File: config.mk
export PLATFORM = sky130hd
export DESIGN_NAME = cmd_fifo
export DESIGN_NICKNAME = d
export VERILOG_FILES = /design/src/logic/cache_pkg.sv /design/src/logic/cmd_fifo.sv
export SDC_FILE = /design/constraint.sdc
export NUM_CORES = 1
export LEC_CHECK = 0
export BUFFER_PORTS_ARGS = -buffer_cell sky130_fd_sc_hd__buf_2
export CORE_MARGIN = 5
export CORE_UTILIZATION = 29
export CTS_BUF_LIST = sky130_fd_sc_hd__clkbuf_4 sky130_fd_sc_hd__clkbuf_8
export CTS_CLUSTER_DIAMETER = 60
export DETAILED_ROUTE_END_ITERATION = 10
export PLACE_DENSITY_LB_ADDON = 0.12
export SYNTH_ARGS = -nofsm -noshare
export SYNTH_HDL_FRONTEND = slang
export SYNTH_SLANG_ARGS = --single-unit
File: constraint.sdc
create_clock -name clk -period 2.2 [get_ports clk]
set_input_delay 0.22 -clock clk [delete_from_list [all_inputs] [get_ports clk]]
set_output_delay 0.22 -clock clk [all_outputs]
set_load 0.02 [all_outputs]
File: src/logic/cache_pkg.sv
// shared opcodes, MESI states, L2 bus operations and request/response structs
// imported by every stage of the L1 split cache and by its testbench
package cache_pkg;

    parameter int ADDR_W = 32;      // trace address width

    // decoded trace commands
    typedef enum logic [2:0]
    {
        OP_DREAD    = 3'd0,
        OP_DWRITE   = 3'd1,
        OP_IFETCH   = 3'd2,
        OP_SNOOP_INV = 3'd3,
        OP_SNOOP_RD = 3'd4,
        OP_CLEAR    = 3'd5
    } cache_op_e;

    typedef enum logic [1:0]
    {
        ST_I = 2'd0,
        ST_S = 2'd1,
        ST_E = 2'd2,
        ST_M = 2'd3
    } mesi_e;

    // action on the L2 bus
    typedef enum logic [2:0]
    {
        L2_NONE    = 3'd0,
        L2_READ    = 3'd1,
        L2_RFO     = 3'd2,
        L2_WB_READ = 3'd3,      // evict M victim, then read
        L2_WB_RFO  = 3'd4,
        L2_RETURN  = 3'd5       // modified data back to snooper
    } l2_op_e;

    typedef struct packed {
        cache_op_e          op;
        logic [ADDR_W-1:0]  addr;
    } cache_req_t;

    typedef struct packed {
        cache_op_e  op;
        logic       hit;
        logic [2:0] way;        // wide enough for the data cache
        l2_op_e     l2_op;
    } access_resp_t;

    typedef struct packed {
        logic [15:0] d_reads;
        logic [15:0] d_writes;
        logic [15:0] d_hits;
        logic [15:0] d_misses;
        logic [15:0] i_reads;
        logic [15:0] i_hits;
        logic [15:0] i_misses;
    } cache_stats_t;

endpackage

File: src/logic/cmd_fifo.sv
`timescale 1ns/10ps
// request queue between decoder and controller
// busy goes high early enough to cover a push still held in the decoder
module cmd_fifo
    import cache_pkg::*;
#(
    parameter int FIFO_DEPTH = 4
)
(
    input  logic       clk,
    input  logic       arst_n,
    input  logic       push,
    input  cache_req_t push_req,
    input  logic       pop,
    output cache_req_t head,
    output logic       not_empty,
    output logic       busy
);

    localparam int PTR_W = (FIFO_DEPTH > 1) ? $clog2(FIFO_DEPTH) : 1;
    localparam int CNT_W = $clog2(FIFO_DEPTH + 1);

    cache_req_t       mem [FIFO_DEPTH];
    logic [PTR_W-1:0] wr_ptr;
    logic [PTR_W-1:0] rd_ptr;
    logic [CNT_W-1:0] count;
    logic [CNT_W-1:0] count_nxt;
    logic             do_push;
    logic             do_pop;

    function automatic logic [PTR_W-1:0] next_ptr(input logic [PTR_W-1:0] p);
        return (p == PTR_W'(FIFO_DEPTH - 1)) ? '0 : p + 1'b1;
    endfunction

    assign do_push   = push && (count != CNT_W'(FIFO_DEPTH));    // dropped when full
    assign do_pop    = pop && (count != '0);
    assign head      = mem[rd_ptr];
    assign not_empty = (count != '0);
    assign count_nxt = count + CNT_W'(do_push) - CNT_W'(do_pop);

    always_ff @(posedge clk or negedge arst_n)
    begin
        if (!arst_n)
        begin
            wr_ptr <= '0;
            rd_ptr <= '0;
            count  <= '0;
            busy   <= 1'b0;
        end
        else
        begin
            if (do_push)
                wr_ptr <= next_ptr(wr_ptr);
            if (do_pop)
                rd_ptr <= next_ptr(rd_ptr);
            count <= count_nxt;
            busy  <= (count_nxt >= CNT_W'(FIFO_DEPTH - 1));   // one push may be in flight
        end
    end

    always_ff @(posedge clk)
    begin
        if (do_push)
            mem[wr_ptr] <= push_req;
    end

endmodule

==> impl_metrics.yaml <==
outcome:
  status: "finished with violations"
  failed_checks: "negative setup slack"
layout:
  n_antenna_cell: 0
  multi_input_area_um2: 1100
  area.growth.synth_to_final_pct: 30.2
  nets: 408
  seq_area_um2: 4410
  drive_gt1_share_pct: 45.3
  stdcell_count: 633
  fill_cells: 1721
sta:
  rsz0062_at_grt: "true"
  drv_slew: 0
  period_needed_ns: 2.31
  fin_skew_ns: 0.00548
  setup-violations-final: 1
  finalWorstSetupSlack_ns: -0.106
  worst_pin_slew_ns: 0.339
  slew-limit-headroom_pct: 77.4
  timing.final.crit_share_pct: 105
  hold_viol: 0
  fmax_ghz: 0.434
critical_path:
  cp.arrival_ns: 2.64
  worstSetupEndpointType: "register"
  r2r_slack_ns: -0.11
  crit_fanout: 2
  worstPathRequired_ns: 2.53
  reg2regPathDepth: 11
  critPathKind: "reg -> reg"
  startpoint: "count[2]$_DFF_PN0_"
  r2r_start: "count[2]$_DFF_PN0_"
  startpoint_type: "register"
  reg2reg_to: "busy$_DFF_PN0_"
grt:
  antenna_found_initial: 0
  grt_pass1_wl_um: 16900
  grt_overflow: 0
  grt_pass1_vias: 2909
  grt_max_degree: 32
  grt.total_usage_pct: 10.5
synth:
  synth_top_family_by_area: "multiplexers"
  ys_ff_latch: 148
  synth.distinct_cells: 18
  yosys.area_share.simple_pct: 0.921
  synth_nets: 270
  synth_compound_area_share_pct: 0.269
  netlist_area_um2: 5570
  synth-xor-area-share_pct: 0.314
  synthTopCellsByArea: "edfxtp_1 75%, mux4_2 11%, dfrtp_1 3.6%"
  synth_area_leader_cell: "edfxtp_1"
  yosysWarnings: 0
  synth-adder-area-share_pct: 1.93
  avgSynthCellArea_um2: 25.0
  synthCells: 223
  synthMuxAreaShare_pct: 15.4
  yosysSeqAreaShare_pct: 79.0
  netlist.area_leader.share_pct: 75.4
power:
  ir_drop_mv: 0.660
  p_comb_share_pct: 34.5
  p_int_mw: 6.62
  power_frac_clock_pct: 24.3
  swShare_pct: 31.1
  power_frac_seq_pct: 41.1
  p_sw_mw: 2.98
  power_leakage_nw: 2.55
  p_per_area_nw_per_um2: 1320
placement:
  dp_cells: 565
  place_congestion: 0.663
  pre_cts_ws_ns: -0.0674
  io_buffers: 75
  hpwl_um: 6660
clock_network:
  cts_buffers: 17
  path_clk_slew_ns: 0.07
  clock_latency_ns: 0.43
  ctsHtreeMaxLevel: 4
  cts_buffer_depth: 2
  cts_sinks: 148
  cts_tree: "built"
  cts-root-buf: "clkbuf_8"
drt:
  routed_wl_um: 10900
  drc: 0
  ant_nets: 0
  wire_per_inst_um: 17.2
  dr.pass1.iters: 4
  vias_per_cell: 4.23
  drt_iter0_drc: 111
  vias: 2679
floorplan:
  core_um2: 18800
  dieArea_um2: 22100
  die_x_um: 149
  start_util_pct: 29.6
  io-pin-count: 76
  row_count: 50
  die_h_um: 149
job:
  drv_cap: 0
hold_path:
  hold_path.class: "in -> async"
-- area by class of cell --
class,count,area share [%]
repair buffers,127,13.1
multi-input cells,60,15.2
clock buffers,20,3.54
clock inverters,11,2.54
well taps,260,4.49
flip-flops and latches,148,60.8
inverters,7,0.362
-- cells in the mapped netlist --
cell      count
edfxtp_1    140
mux4_2       28
dfrtp_1       8
ha_1          7
inv_1         7
mux4_1        7
and2_1        4
buf_2         4
mux2_2        4
buf_12        3
nor2_1        3
xnor2_1       2
a21boi_1      1
a21o_1        1
buf_6         1
fa_1          1
nand2_1       1
or3_4         1
-- layer usage --
layer  part of all wire, %  GRT usage (%)
met1                    44           13.1
met5                     0              0
met3                   5.9           3.99
met2                    49           16.7
met4                   1.5           3.74
-- registers in the layout (all words and copies together), names as in the netlist --
name	count
busy	1
count	3
mem	140
rd_ptr	2
wr_ptr	2
-- power groups by stage --
stage	clock [mW]	combinational [mW]	sequential, mW
2_1_floorplan	0	2.22	3.93
3_3_place_gp	0	3.28	4.00
3_5_place_dp	0	3.27	4.02
4_1_cts	2.42	3.35	3.96
5_1_grt	2.55	3.60	4.01
6_report	2.34	3.32	3.95
-- worst max path at each step --
stage / slack (ns) / end
after floorplan: -0.11 / busy$_DFF_PN0_
after global placement: -0.05 / busy$_DFF_PN0_
after detailed placement: -0.07 / busy$_DFF_PN0_
after CTS: -0.09 / busy$_DFF_PN0_
after global routing: -0.17 / busy$_DFF_PN0_
final: -0.11 / busy$_DFF_PN0_
-- cells in the final DEF, fill, tap and decap left out, types with 2 or more instances in the layout --
cell,count
edfxtp_1,140
buf_2,75
dlygate4sd3_1,36
mux4_2,28
clkbuf_8,17
buf_4,8
mux4_1,7
buf_12,7
dfrtp_1,6
ha_1,5
bufinv_16,5
inv_1,4
and2_2,4
mux2_2,4
inv_2,3
nor2_1,3
clkbuf_4,3
xnor2_2,2
ha_4,2
clkinv_1,2
clkinv_2,2
-- metrics by stage --
stage / TNS (ns) / hold WS [ns] / util, % / power (mW) / cell area [um^2]
CTS: -0.0855 / 0.121 / 38.3 / 9.74 / 7210
global route: -0.197 / 0.146 / 38.5 / 10.2 / 7250
finish: -0.106 / 0.153 / 38.5 / 9.60 / 7250
detailed placement: -0.0674 / 0.0793 / 34.0 / 7.29 / 6390
floorplan: -0.106 / -0.0756 / - / 6.16 / 5580
global placement: -0.0528 / 0.0797 / 34.0 / 7.28 / 6390
-- repair_timing --
item,CTS,global route
gates resized for setup,2,9
hold buffers,36,0
hold endpoints to repair,148,0
setup endpoints to repair,2,13
setup buffers,0,1
pin swaps,0,7
-- cells by family after synthesis --
logic type,Yosys count
XOR/XNOR,2
AND/OR/NAND/NOR,9
flip-flops,148
multiplexers,39
buffers and inverters,15
adder cells (fa/ha/maj),8
AO/OA/AOI/OAI,2
-- worst max-delay path, cell delays in order (launching register included) --
cell	delay [ns]
dfrtp_1	0.38
or3_4	0.40
nand2_2	0.09
inv_2	0.05
ha_4	0.22
inv_2	0.06
ha_4	0.12
inv_2	0.03
fa_2	0.39
xnor2_2	0.16
xnor2_2	0.14
a21o_1	0.15
Note: power is estimated with default switching activity, not from simulation.
