### config.mk
export PLATFORM = sky130hd
export DESIGN_NAME = trace_decoder
export DESIGN_NICKNAME = d
export VERILOG_FILES = /design/src/logic/cache_pkg.sv /design/src/logic/trace_decoder.sv
export SDC_FILE = /design/constraint.sdc
export NUM_CORES = 1
export LEC_CHECK = 0
export ABC_AREA = 1
export BUFFER_PORTS_ARGS = -buffer_cell sky130_fd_sc_hd__clkbuf_2
export CORE_AREA = 2 2 55 57
export DETAILED_ROUTE_END_ITERATION = 8
export DIE_AREA = 0 0 57 59
export PLACE_DENSITY = 0.84
export SLEW_MARGIN = 0
export SYNTH_ARGS = -nofsm -noshare
export SYNTH_HDL_FRONTEND = slang
export SYNTH_SLANG_ARGS = --single-unit
### constraint.sdc
create_clock -name clk -period 1.2 [get_ports clk]
set_input_delay 0.3 -clock clk [delete_from_list [all_inputs] [get_ports clk]]
set_output_delay 0.3 -clock clk [all_outputs]
set_load 0.02 [all_outputs]
### src/logic/cache_pkg.sv
// shared opcodes, MESI states, L2 bus operations and request/response structs
// imported by every stage of the L1 split cache and by its testbench
package cache_pkg;

    parameter int ADDR_W = 32;      // trace address width

    // decoded trace commands
    typedef enum logic [2:0]
    {
        OP_DREAD    = 3'd0,
        OP_DWRITE   = 3'd1,
        OP_IFETCH   = 3'd2,
        OP_SNOOP_INV = 3'd3,
        OP_SNOOP_RD = 3'd4,
        OP_CLEAR    = 3'd5
    } cache_op_e;

    typedef enum logic [1:0]
    {
        ST_I = 2'd0,
        ST_S = 2'd1,
        ST_E = 2'd2,
        ST_M = 2'd3
    } mesi_e;

    // action on the L2 bus
    typedef enum logic [2:0]
    {
        L2_NONE    = 3'd0,
        L2_READ    = 3'd1,
        L2_RFO     = 3'd2,
        L2_WB_READ = 3'd3,      // evict M victim, then read
        L2_WB_RFO  = 3'd4,
        L2_RETURN  = 3'd5       // modified data back to snooper
    } l2_op_e;

    typedef struct packed {
        cache_op_e          op;
        logic [ADDR_W-1:0]  addr;
    } cache_req_t;

    typedef struct packed {
        cache_op_e  op;
        logic       hit;
        logic [2:0] way;        // wide enough for the data cache
        l2_op_e     l2_op;
    } access_resp_t;

    typedef struct packed {
        logic [15:0] d_reads;
        logic [15:0] d_writes;
        logic [15:0] d_hits;
        logic [15:0] d_misses;
        logic [15:0] i_reads;
        logic [15:0] i_hits;
        logic [15:0] i_misses;
    } cache_stats_t;

endpackage

### src/logic/trace_decoder.sv
`timescale 1ns/10ps
// maps trace code strobes onto typed cache requests
// unknown codes give a one-cycle bad_cmd pulse instead of a push
module trace_decoder
    import cache_pkg::*;
(
    input  logic              clk,
    input  logic              arst_n,
    input  logic              cmd_valid,
    input  logic [3:0]        cmd_code,
    input  logic [ADDR_W-1:0] cmd_addr,
    output logic              push,
    output cache_req_t        req,
    output logic              bad_cmd
);

    cache_op_e op;
    logic      known;

    always_comb
    begin
        known = 1'b1;
        op    = OP_DREAD;
        case (cmd_code)
            4'd0:    op = OP_DREAD;
            4'd1:    op = OP_DWRITE;
            4'd2:    op = OP_IFETCH;
            4'd3:    op = OP_SNOOP_INV;
            4'd4:    op = OP_SNOOP_RD;
            4'd8:    op = OP_CLEAR;
            default: known = 1'b0;      // includes code 9
        endcase
    end

    always_ff @(posedge clk or negedge arst_n)
    begin
        if (!arst_n)
        begin
            push    <= 1'b0;
            bad_cmd <= 1'b0;
        end
        else
        begin
            push    <= cmd_valid && known;
            bad_cmd <= cmd_valid && !known;
        end
    end

    always_ff @(posedge clk)
    begin
        if (cmd_valid && known)
            req <= '{op: op, addr: cmd_addr};
    end

endmodule

==> key figures, run 1 <==
Power
  • Final Total Pwr: about 2.5 mW
  • Combinational power share: 16.0%
  • Maximum vdd drop: 1.22 mV
  • P_sw: 0.613 mW
  • Register share of total power: 61.2%
  • Int Pwr: 1.92 mW
  • Switching share of power: 24.2%
  • Cell Pwr Density: roughly 1400 nW/um^2
  • Clock network fraction of total power: 22.7%
  • Static Leak: 0.810 nW

STA
  • RSZ-0062 raised after global routing: yes
  • Minimum clock period: 1210 ps
  • Smallest setup slack after layout: -8.79 ps
  • Actual slew at the worst max-slew pin: 156 ps
  • Maximum clock frequency: just over 800 MHz
  • Setup violations, final: 1
  • Final Max Tran Viols: 0
  • Hold Violations, Final: 0
  • Fin crit share: 101%
  • Rel. slew slack: 89.5%

Status
  • Status: finished, violations left
  • Failing checks: negative setup slack

Worst setup path
  • CP Capture Type: primary output
  • CP top delay family: flip-flops
  • Critical path origin: req[32]
  • Worst-path fanout max: 1
  • Worst path required time: 900 ps
  • CP Data Arrival Time: 910 ps
  • Max stage delay cell, worst path: edfxtp_1
  • Worst setup endpoint: req[32]
  • Crit-path cells: buf_6
  • Startpoint types: flop
  • Buffers plus inverters on the worst setup path: 1
  • WP depth: 1
  • Critical path class: reg -> out
  • CP peak stage delay: between 400 and 500 ps

Synthesis
  • Yosys warns: 0
  • Post-Syn Instances: between 50 and 60
  • FFs w/ async S/R, synth: 5.41%
  • Number of synthesized register bits: 37
  • Commonest cells post-synth: edfxtp_1 (35), inv_1 (3), nor2_1 (3)
  • Synth top area cells: edfxtp_1 (89%), dfrtp_1 (4.2%), a21oi_2 (1.5%)
  • Leading area contributor after synthesis: edfxtp_1
  • Most instantiated library cell after synthesis: edfxtp_1
  • Mapped Avg Cell Area: 22.4 um^2
  • Mapped cell area: around 1200 um^2
  • Synth unique cells: 11
  • Post-synth EDFFs: 35
  • Top-area cell type share of the netlist area: 88.5%
  • Post-synthesis sequential area ratio: between 90 and 100%
  • Syn Nets: 92
  • Ys flop type: edfxtp_1

Clock network
  • Worst-path clk slew: 100 ps
  • Post-CTS setup buffer count: 0
  • Clk root buf: clkbuf_4
  • Max Buffers Root-to-Sink: 2
  • CTS tree: built
  • Total CTS buffers: 5
  • H-tree levels: 2
  • Clock Sink Count: 37

Die
  • Starting Density: 43.8%
  • Total die area: 3360 um^2
  • Core footprint: 2710 um^2
  • Die X: 57 um
  • Num ports: 76
  • DIE HEIGHT: 59 um
  • FP Rows: 19

Placement
  • Post-DP HPWL: around 1.8 mm
  • Post-Place Worst Slack: -117 ps
  • Placed Area: about 1700 um^2
  • I/O Buffers: 75
  • GP Congestion: 0.633

GRT
  • Initial antenna violation count: 0
  • Largest net degree at the start of global routing: 27
  • First-pass GRT wire length: between 3 and 4 mm
  • Gr usage total: 14.7%
  • Overflow after GRT: 0
  • Vias in the first global route: 804

Final layout
  • Synth-to-layout area growth: 56.3%
  • Final instance area: 1860 um^2
  • # fillers: 204
  • # diodes: 0
  • Final nets: 180
  • Fraction of layout cells with a size suffix above 1: 65.5%

Detailed routing
  • Vias per cell: 4.57
  • Post-route DRC: 0
  • Vias: 790
  • First-pass detailed-route iteration total: 4
  • Initial DRC count: 16
  • Total Routed Length: about 2.3 mm
  • Antenna-violating nets left: 0
  • WL per Instance: 13.3 um

Min path
  • Hold Startpoint: cmd_addr[22]
  • Hold Crit Class: in -> reg

Run
  • Max-cap violations: 0
## layout make-up
cell class                 count  area (um^2)  share of cell area (%)
sequential                    37         1100                    59.3
inverter                       4         15.0                   0.809
tap                           31         38.8                    2.09
timing repair buffer          81          567                    30.5
clock inverter                 3         12.5                   0.674
multi-input combinational     12         83.8                    4.52
clock buffer                   5         37.5                    2.02
## cells by family (layout without fill, tap and decap cells)
kind of cell	Yosys count	count (layout)	synth area share (%)
buffers and inverters	4	93	1.26
and+or+nand+nor	9	9	4.11
AOI/OAI and AO/OA	3	3	1.90
DFF	37	37	92.7
## cell usage in the layout, fill, tap and decap left out
| cell | Yosys | routed |
|---|---|---|
| nand2_1 | 2 | 2 |
| a21oi_2 | 2 | 1 |
| dfrtp_1 | 2 | 2 |
| clkbuf_4 | 0 | 5 |
| o21ai_0 | 1 | 1 |
| nor2_4 | 0 | 1 |
| nand2_4 | 1 | 1 |
| dlygate4sd3_1 | 0 | 1 |
| clkbuf_2 | 0 | 41 |
| nand2_2 | 1 | 1 |
| buf_6 | 0 | 21 |
| edfxtp_1 | 35 | 35 |
| nor2_2 | 2 | 1 |
| inv_2 | 1 | 1 |
| clkinv_1 | 0 | 2 |
| a21oi_4 | 0 | 1 |
| buf_12 | 0 | 1 |
| buf_4 | 0 | 4 |
| nor2_1 | 3 | 3 |
| clkinv_2 | 0 | 1 |
| buf_2 | 0 | 13 |
| inv_1 | 3 | 3 |
## through the flow
stage | util (%) | hold WS (ps) | std cells | setup TNS (ps)
2_1_floorplan | - | 4.41 | 53 | -12060
3_3_place_gp | 61.4 | 86.0 | 164 | -2720
4_1_cts | 63.6 | 117 | 173 | -23.9
6_report | 68.5 | 137 | 173 | -8.79
5_1_grt | 68.5 | 110 | 173 | -573
3_5_place_dp | 61.4 | 92.7 | 164 | -4030
## worst min path at each step
stage               cells after the start      end
finish                                  1  req[22]
global route                            1  req[11]
CTS                                     1  req[22]
detailed placement                      1  bad_cmd
global placement                        1  bad_cmd
floorplan                               0  bad_cmd
## timing repair
| action | 4_1_cts | 5_1_grt |
|---|---|---|
| hold endpoints to repair | 2 | 0 |
| endpoints found under the setup margin | 4 | 35 |
| gates resized for setup | 0 | 76 |
| hold buffers | 1 | 0 |
## power by group through the flow
stage / clock network (mW) / registers (mW) / logic [mW]
after detailed placement: 0 / 1.57 / 0.348
after floorplan: 0 / 1.69 / 0.0460
after CTS: 0.610 / 1.54 / 0.351
final: 0.576 / 1.55 / 0.406
after global routing: 0.658 / 1.56 / 0.430
after global placement: 0 / 1.57 / 0.338
## state kept, by name (all words and copies together) (netlist names)
name and count:
bad_cmd 1, push 1, req 35
## routing by layer
layer  vias up  track usage, %  share of wire, %
met4         0            5.98               1.7
met1       360            14.7                30
met2        53            24.3                53
li1        371               -                 -
met5         -               0                 0
met3         6            9.83                15
(Power assumes the default switching activity.)
==> run 2, diff against run 1 <==
--- a/config.mk
+++ b/config.mk
@@ -6,11 +6,13 @@
 export NUM_CORES = 1
 export LEC_CHECK = 0
 export ABC_AREA = 1
+export ABC_CLOCK_PERIOD_IN_PS = 1200
 export BUFFER_PORTS_ARGS = -buffer_cell sky130_fd_sc_hd__clkbuf_2
 export CORE_AREA = 2 2 55 57
 export DETAILED_ROUTE_END_ITERATION = 8
 export DIE_AREA = 0 0 57 59
 export PLACE_DENSITY = 0.84
+export RECOVER_POWER = 50
 export SLEW_MARGIN = 0
 export SYNTH_ARGS = -nofsm -noshare
 export SYNTH_HDL_FRONTEND = slang
==> key figures, run 2 (synthesis results as in run 1) <==
Clock network
  • CTS tree: built
  • Post-CTS setup buffer count: 0
  • Worst-path clk slew: about 110 ps
  • H-tree levels: 2
  • Clk root buf: clkbuf_4
  • Total CTS buffers: 5
  • Clock Sink Count: 37
  • Max Buffers Root-to-Sink: 2

STA
  • Setup violations, final: 1
  • Fin crit share: 101%
  • Actual slew at the worst max-slew pin: ~180 ps
  • RSZ-0062 raised after global routing: yes
  • Smallest setup slack after layout: -9.74 ps
  • Maximum clock frequency: 827 MHz
  • Minimum clock period: between 1000 and 1500 ps
  • WHS: 136 ps
  • Hold Violations, Final: 0
  • Rel. slew slack: 88.1%
  • Final Max Tran Viols: 0

Final layout
  • Top reg by flops: req
  • Final cell count without fillers: 173
  • # fillers: roughly 210
  • Commonest non-fill, non-tap cell in the layout: clkbuf_2
  • Multi-input gate area: 68.8 um^2
  • FF/Latch Area: 1100 um^2
  • Finished Core Util: between 60% and 70%
  • Final nets: 180
  • # diodes: 0
  • Max reg flops: 35
  • Fraction of layout cells with a size suffix above 1: 62.7%
  • Biggest regs: req x35, bad_cmd x1, push x1
  • Final instance area: 1840 um^2
  • Synth-to-layout area growth: 54.9%
  • Highest-count cells in the layout ignoring fill and taps: clkbuf_2 (40), edfxtp_1 (35), buf_6 (21), buf_2 (13), clkbuf_4 (5)

Worst setup path
  • CP peak stage delay: 430 ps
  • Crit-path cells: buf_6
  • Startpoint types: flop
  • CP top delay family: flip-flops
  • CP Data Arrival Time: 910 ps
  • Buffers plus inverters on the worst setup path: 1
  • Worst path required time: approximately 900 ps
  • Max stage delay cell, worst path: edfxtp_1
  • CP Capture Type: primary output
  • Critical path class: reg -> out
  • Worst-path fanout max: 1

Detailed routing
  • Vias: 790
  • First-pass detailed-route iteration total: 4
  • Antenna-violating nets left: 0
  • Initial DRC count: 16
  • Vias per cell: 4.57
  • Post-route DRC: 0
  • Total Routed Length: around 2.3 mm
  • WL per Instance: between 10 and 15 um

Min path
  • Hold Crit Class: in -> reg
  • Hold path depth: 1
  • Hold Startpoint: cmd_addr[29]
  • Hold EP: req[29]

Power
  • Cell Pwr Density: approximately 1400 nW/um^2
  • Static Leak: approximately 0.80 nW
  • Combinational power share: 15.8%
  • Register share of total power: 61.3%
  • Int Pwr: 1.92 mW
  • Maximum vdd drop: 1.22 mV
  • P_sw: approximately 0.61 mW
  • Clock network fraction of total power: a little under a quarter
  • Switching share of power: about a quarter

Status
  • Status: finished, violations left
  • Failing checks: negative setup slack

GRT
  • Gr usage total: 14.7%
  • Largest net degree at the start of global routing: 27
  • Initial antenna violation count: 0
  • First-pass GRT wire length: ~3.4 mm
  • Overflow after GRT: 0
  • Vias in the first global route: approximately 800

Die
  • DIE HEIGHT: about 59 um
  • Core footprint: ~2700 um^2
  • Num ports: 76
  • Total die area: roughly 3400 um^2
  • Starting Density: 43.8%
  • FP Rows: 19
  • Die X: 57 um

Run
  • Max-cap violations: 0

Placement
  • Post-DP HPWL: 1.77 mm
  • Placed Cells: roughly 160
  • Post-Place Worst Slack: -117 ps
  • I/O Buffers: 75
  • GP Congestion: between 0.6 and 0.7
  • Placed Area: 1660 um^2
[run 2: timing repair]
action,in CTS,in global routing
endpoints found under the setup margin,4,35
hold buffers,1,0
resized for setup,0,76
endpoints found under the hold margin,2,0
[run 2: power groups by stage]
stage | Sequential [mW] | Clock (mW) | Combinational [mW]
3_3_place_gp | 1.57 | 0 | 0.338
5_1_grt | 1.56 | 0.658 | 0.423
6_report | 1.55 | 0.577 | 0.399
3_5_place_dp | 1.57 | 0 | 0.348
2_1_floorplan | 1.69 | 0 | 0.0460
4_1_cts | 1.54 | 0.610 | 0.351
[run 2: routing by layer]
metal	share of wire, %	GRT usage [%]	vias to the layer above
li1	-	-	371
met2	54	24.3	53
met4	0.56	5.98	0
met3	14	9.83	2
met5	0	0	-
met1	31	14.7	364
[run 2: area by class of cell]
class / count / share of cell area, %
clock buffer: 5 / 2.04
clock inverter: 3 / 0.680
inverter: 4 / 0.816
multi-input combinational: 12 / 3.74
sequential: 37 / 59.9
tap: 31 / 2.11
timing repair buffer: 81 / 30.7
[run 2: stage by stage]
step	power [mW]	TNS, ps
finish	2.53	-9.74
detailed placement	1.92	-4030
global placement	1.90	-2720
floorplan	1.74	-12060
CTS	2.50	-23.9
global route	2.64	-573
[run 2: how the worst max path moves through the flow]
stage | startpoint | endpoint | slack [ps] | cells after the start
floorplan | cmd_code[1] | req[0] | -340 | 3
global placement | cmd_code[1] | req[8] | -80 | 5
detailed placement | cmd_code[1] | req[13] | -120 | 5
CTS | req[32] | req[32] | -10 | 1
global route | req[32] | req[32] | -50 | 1
finish | req[32] | req[32] | -10 | 1
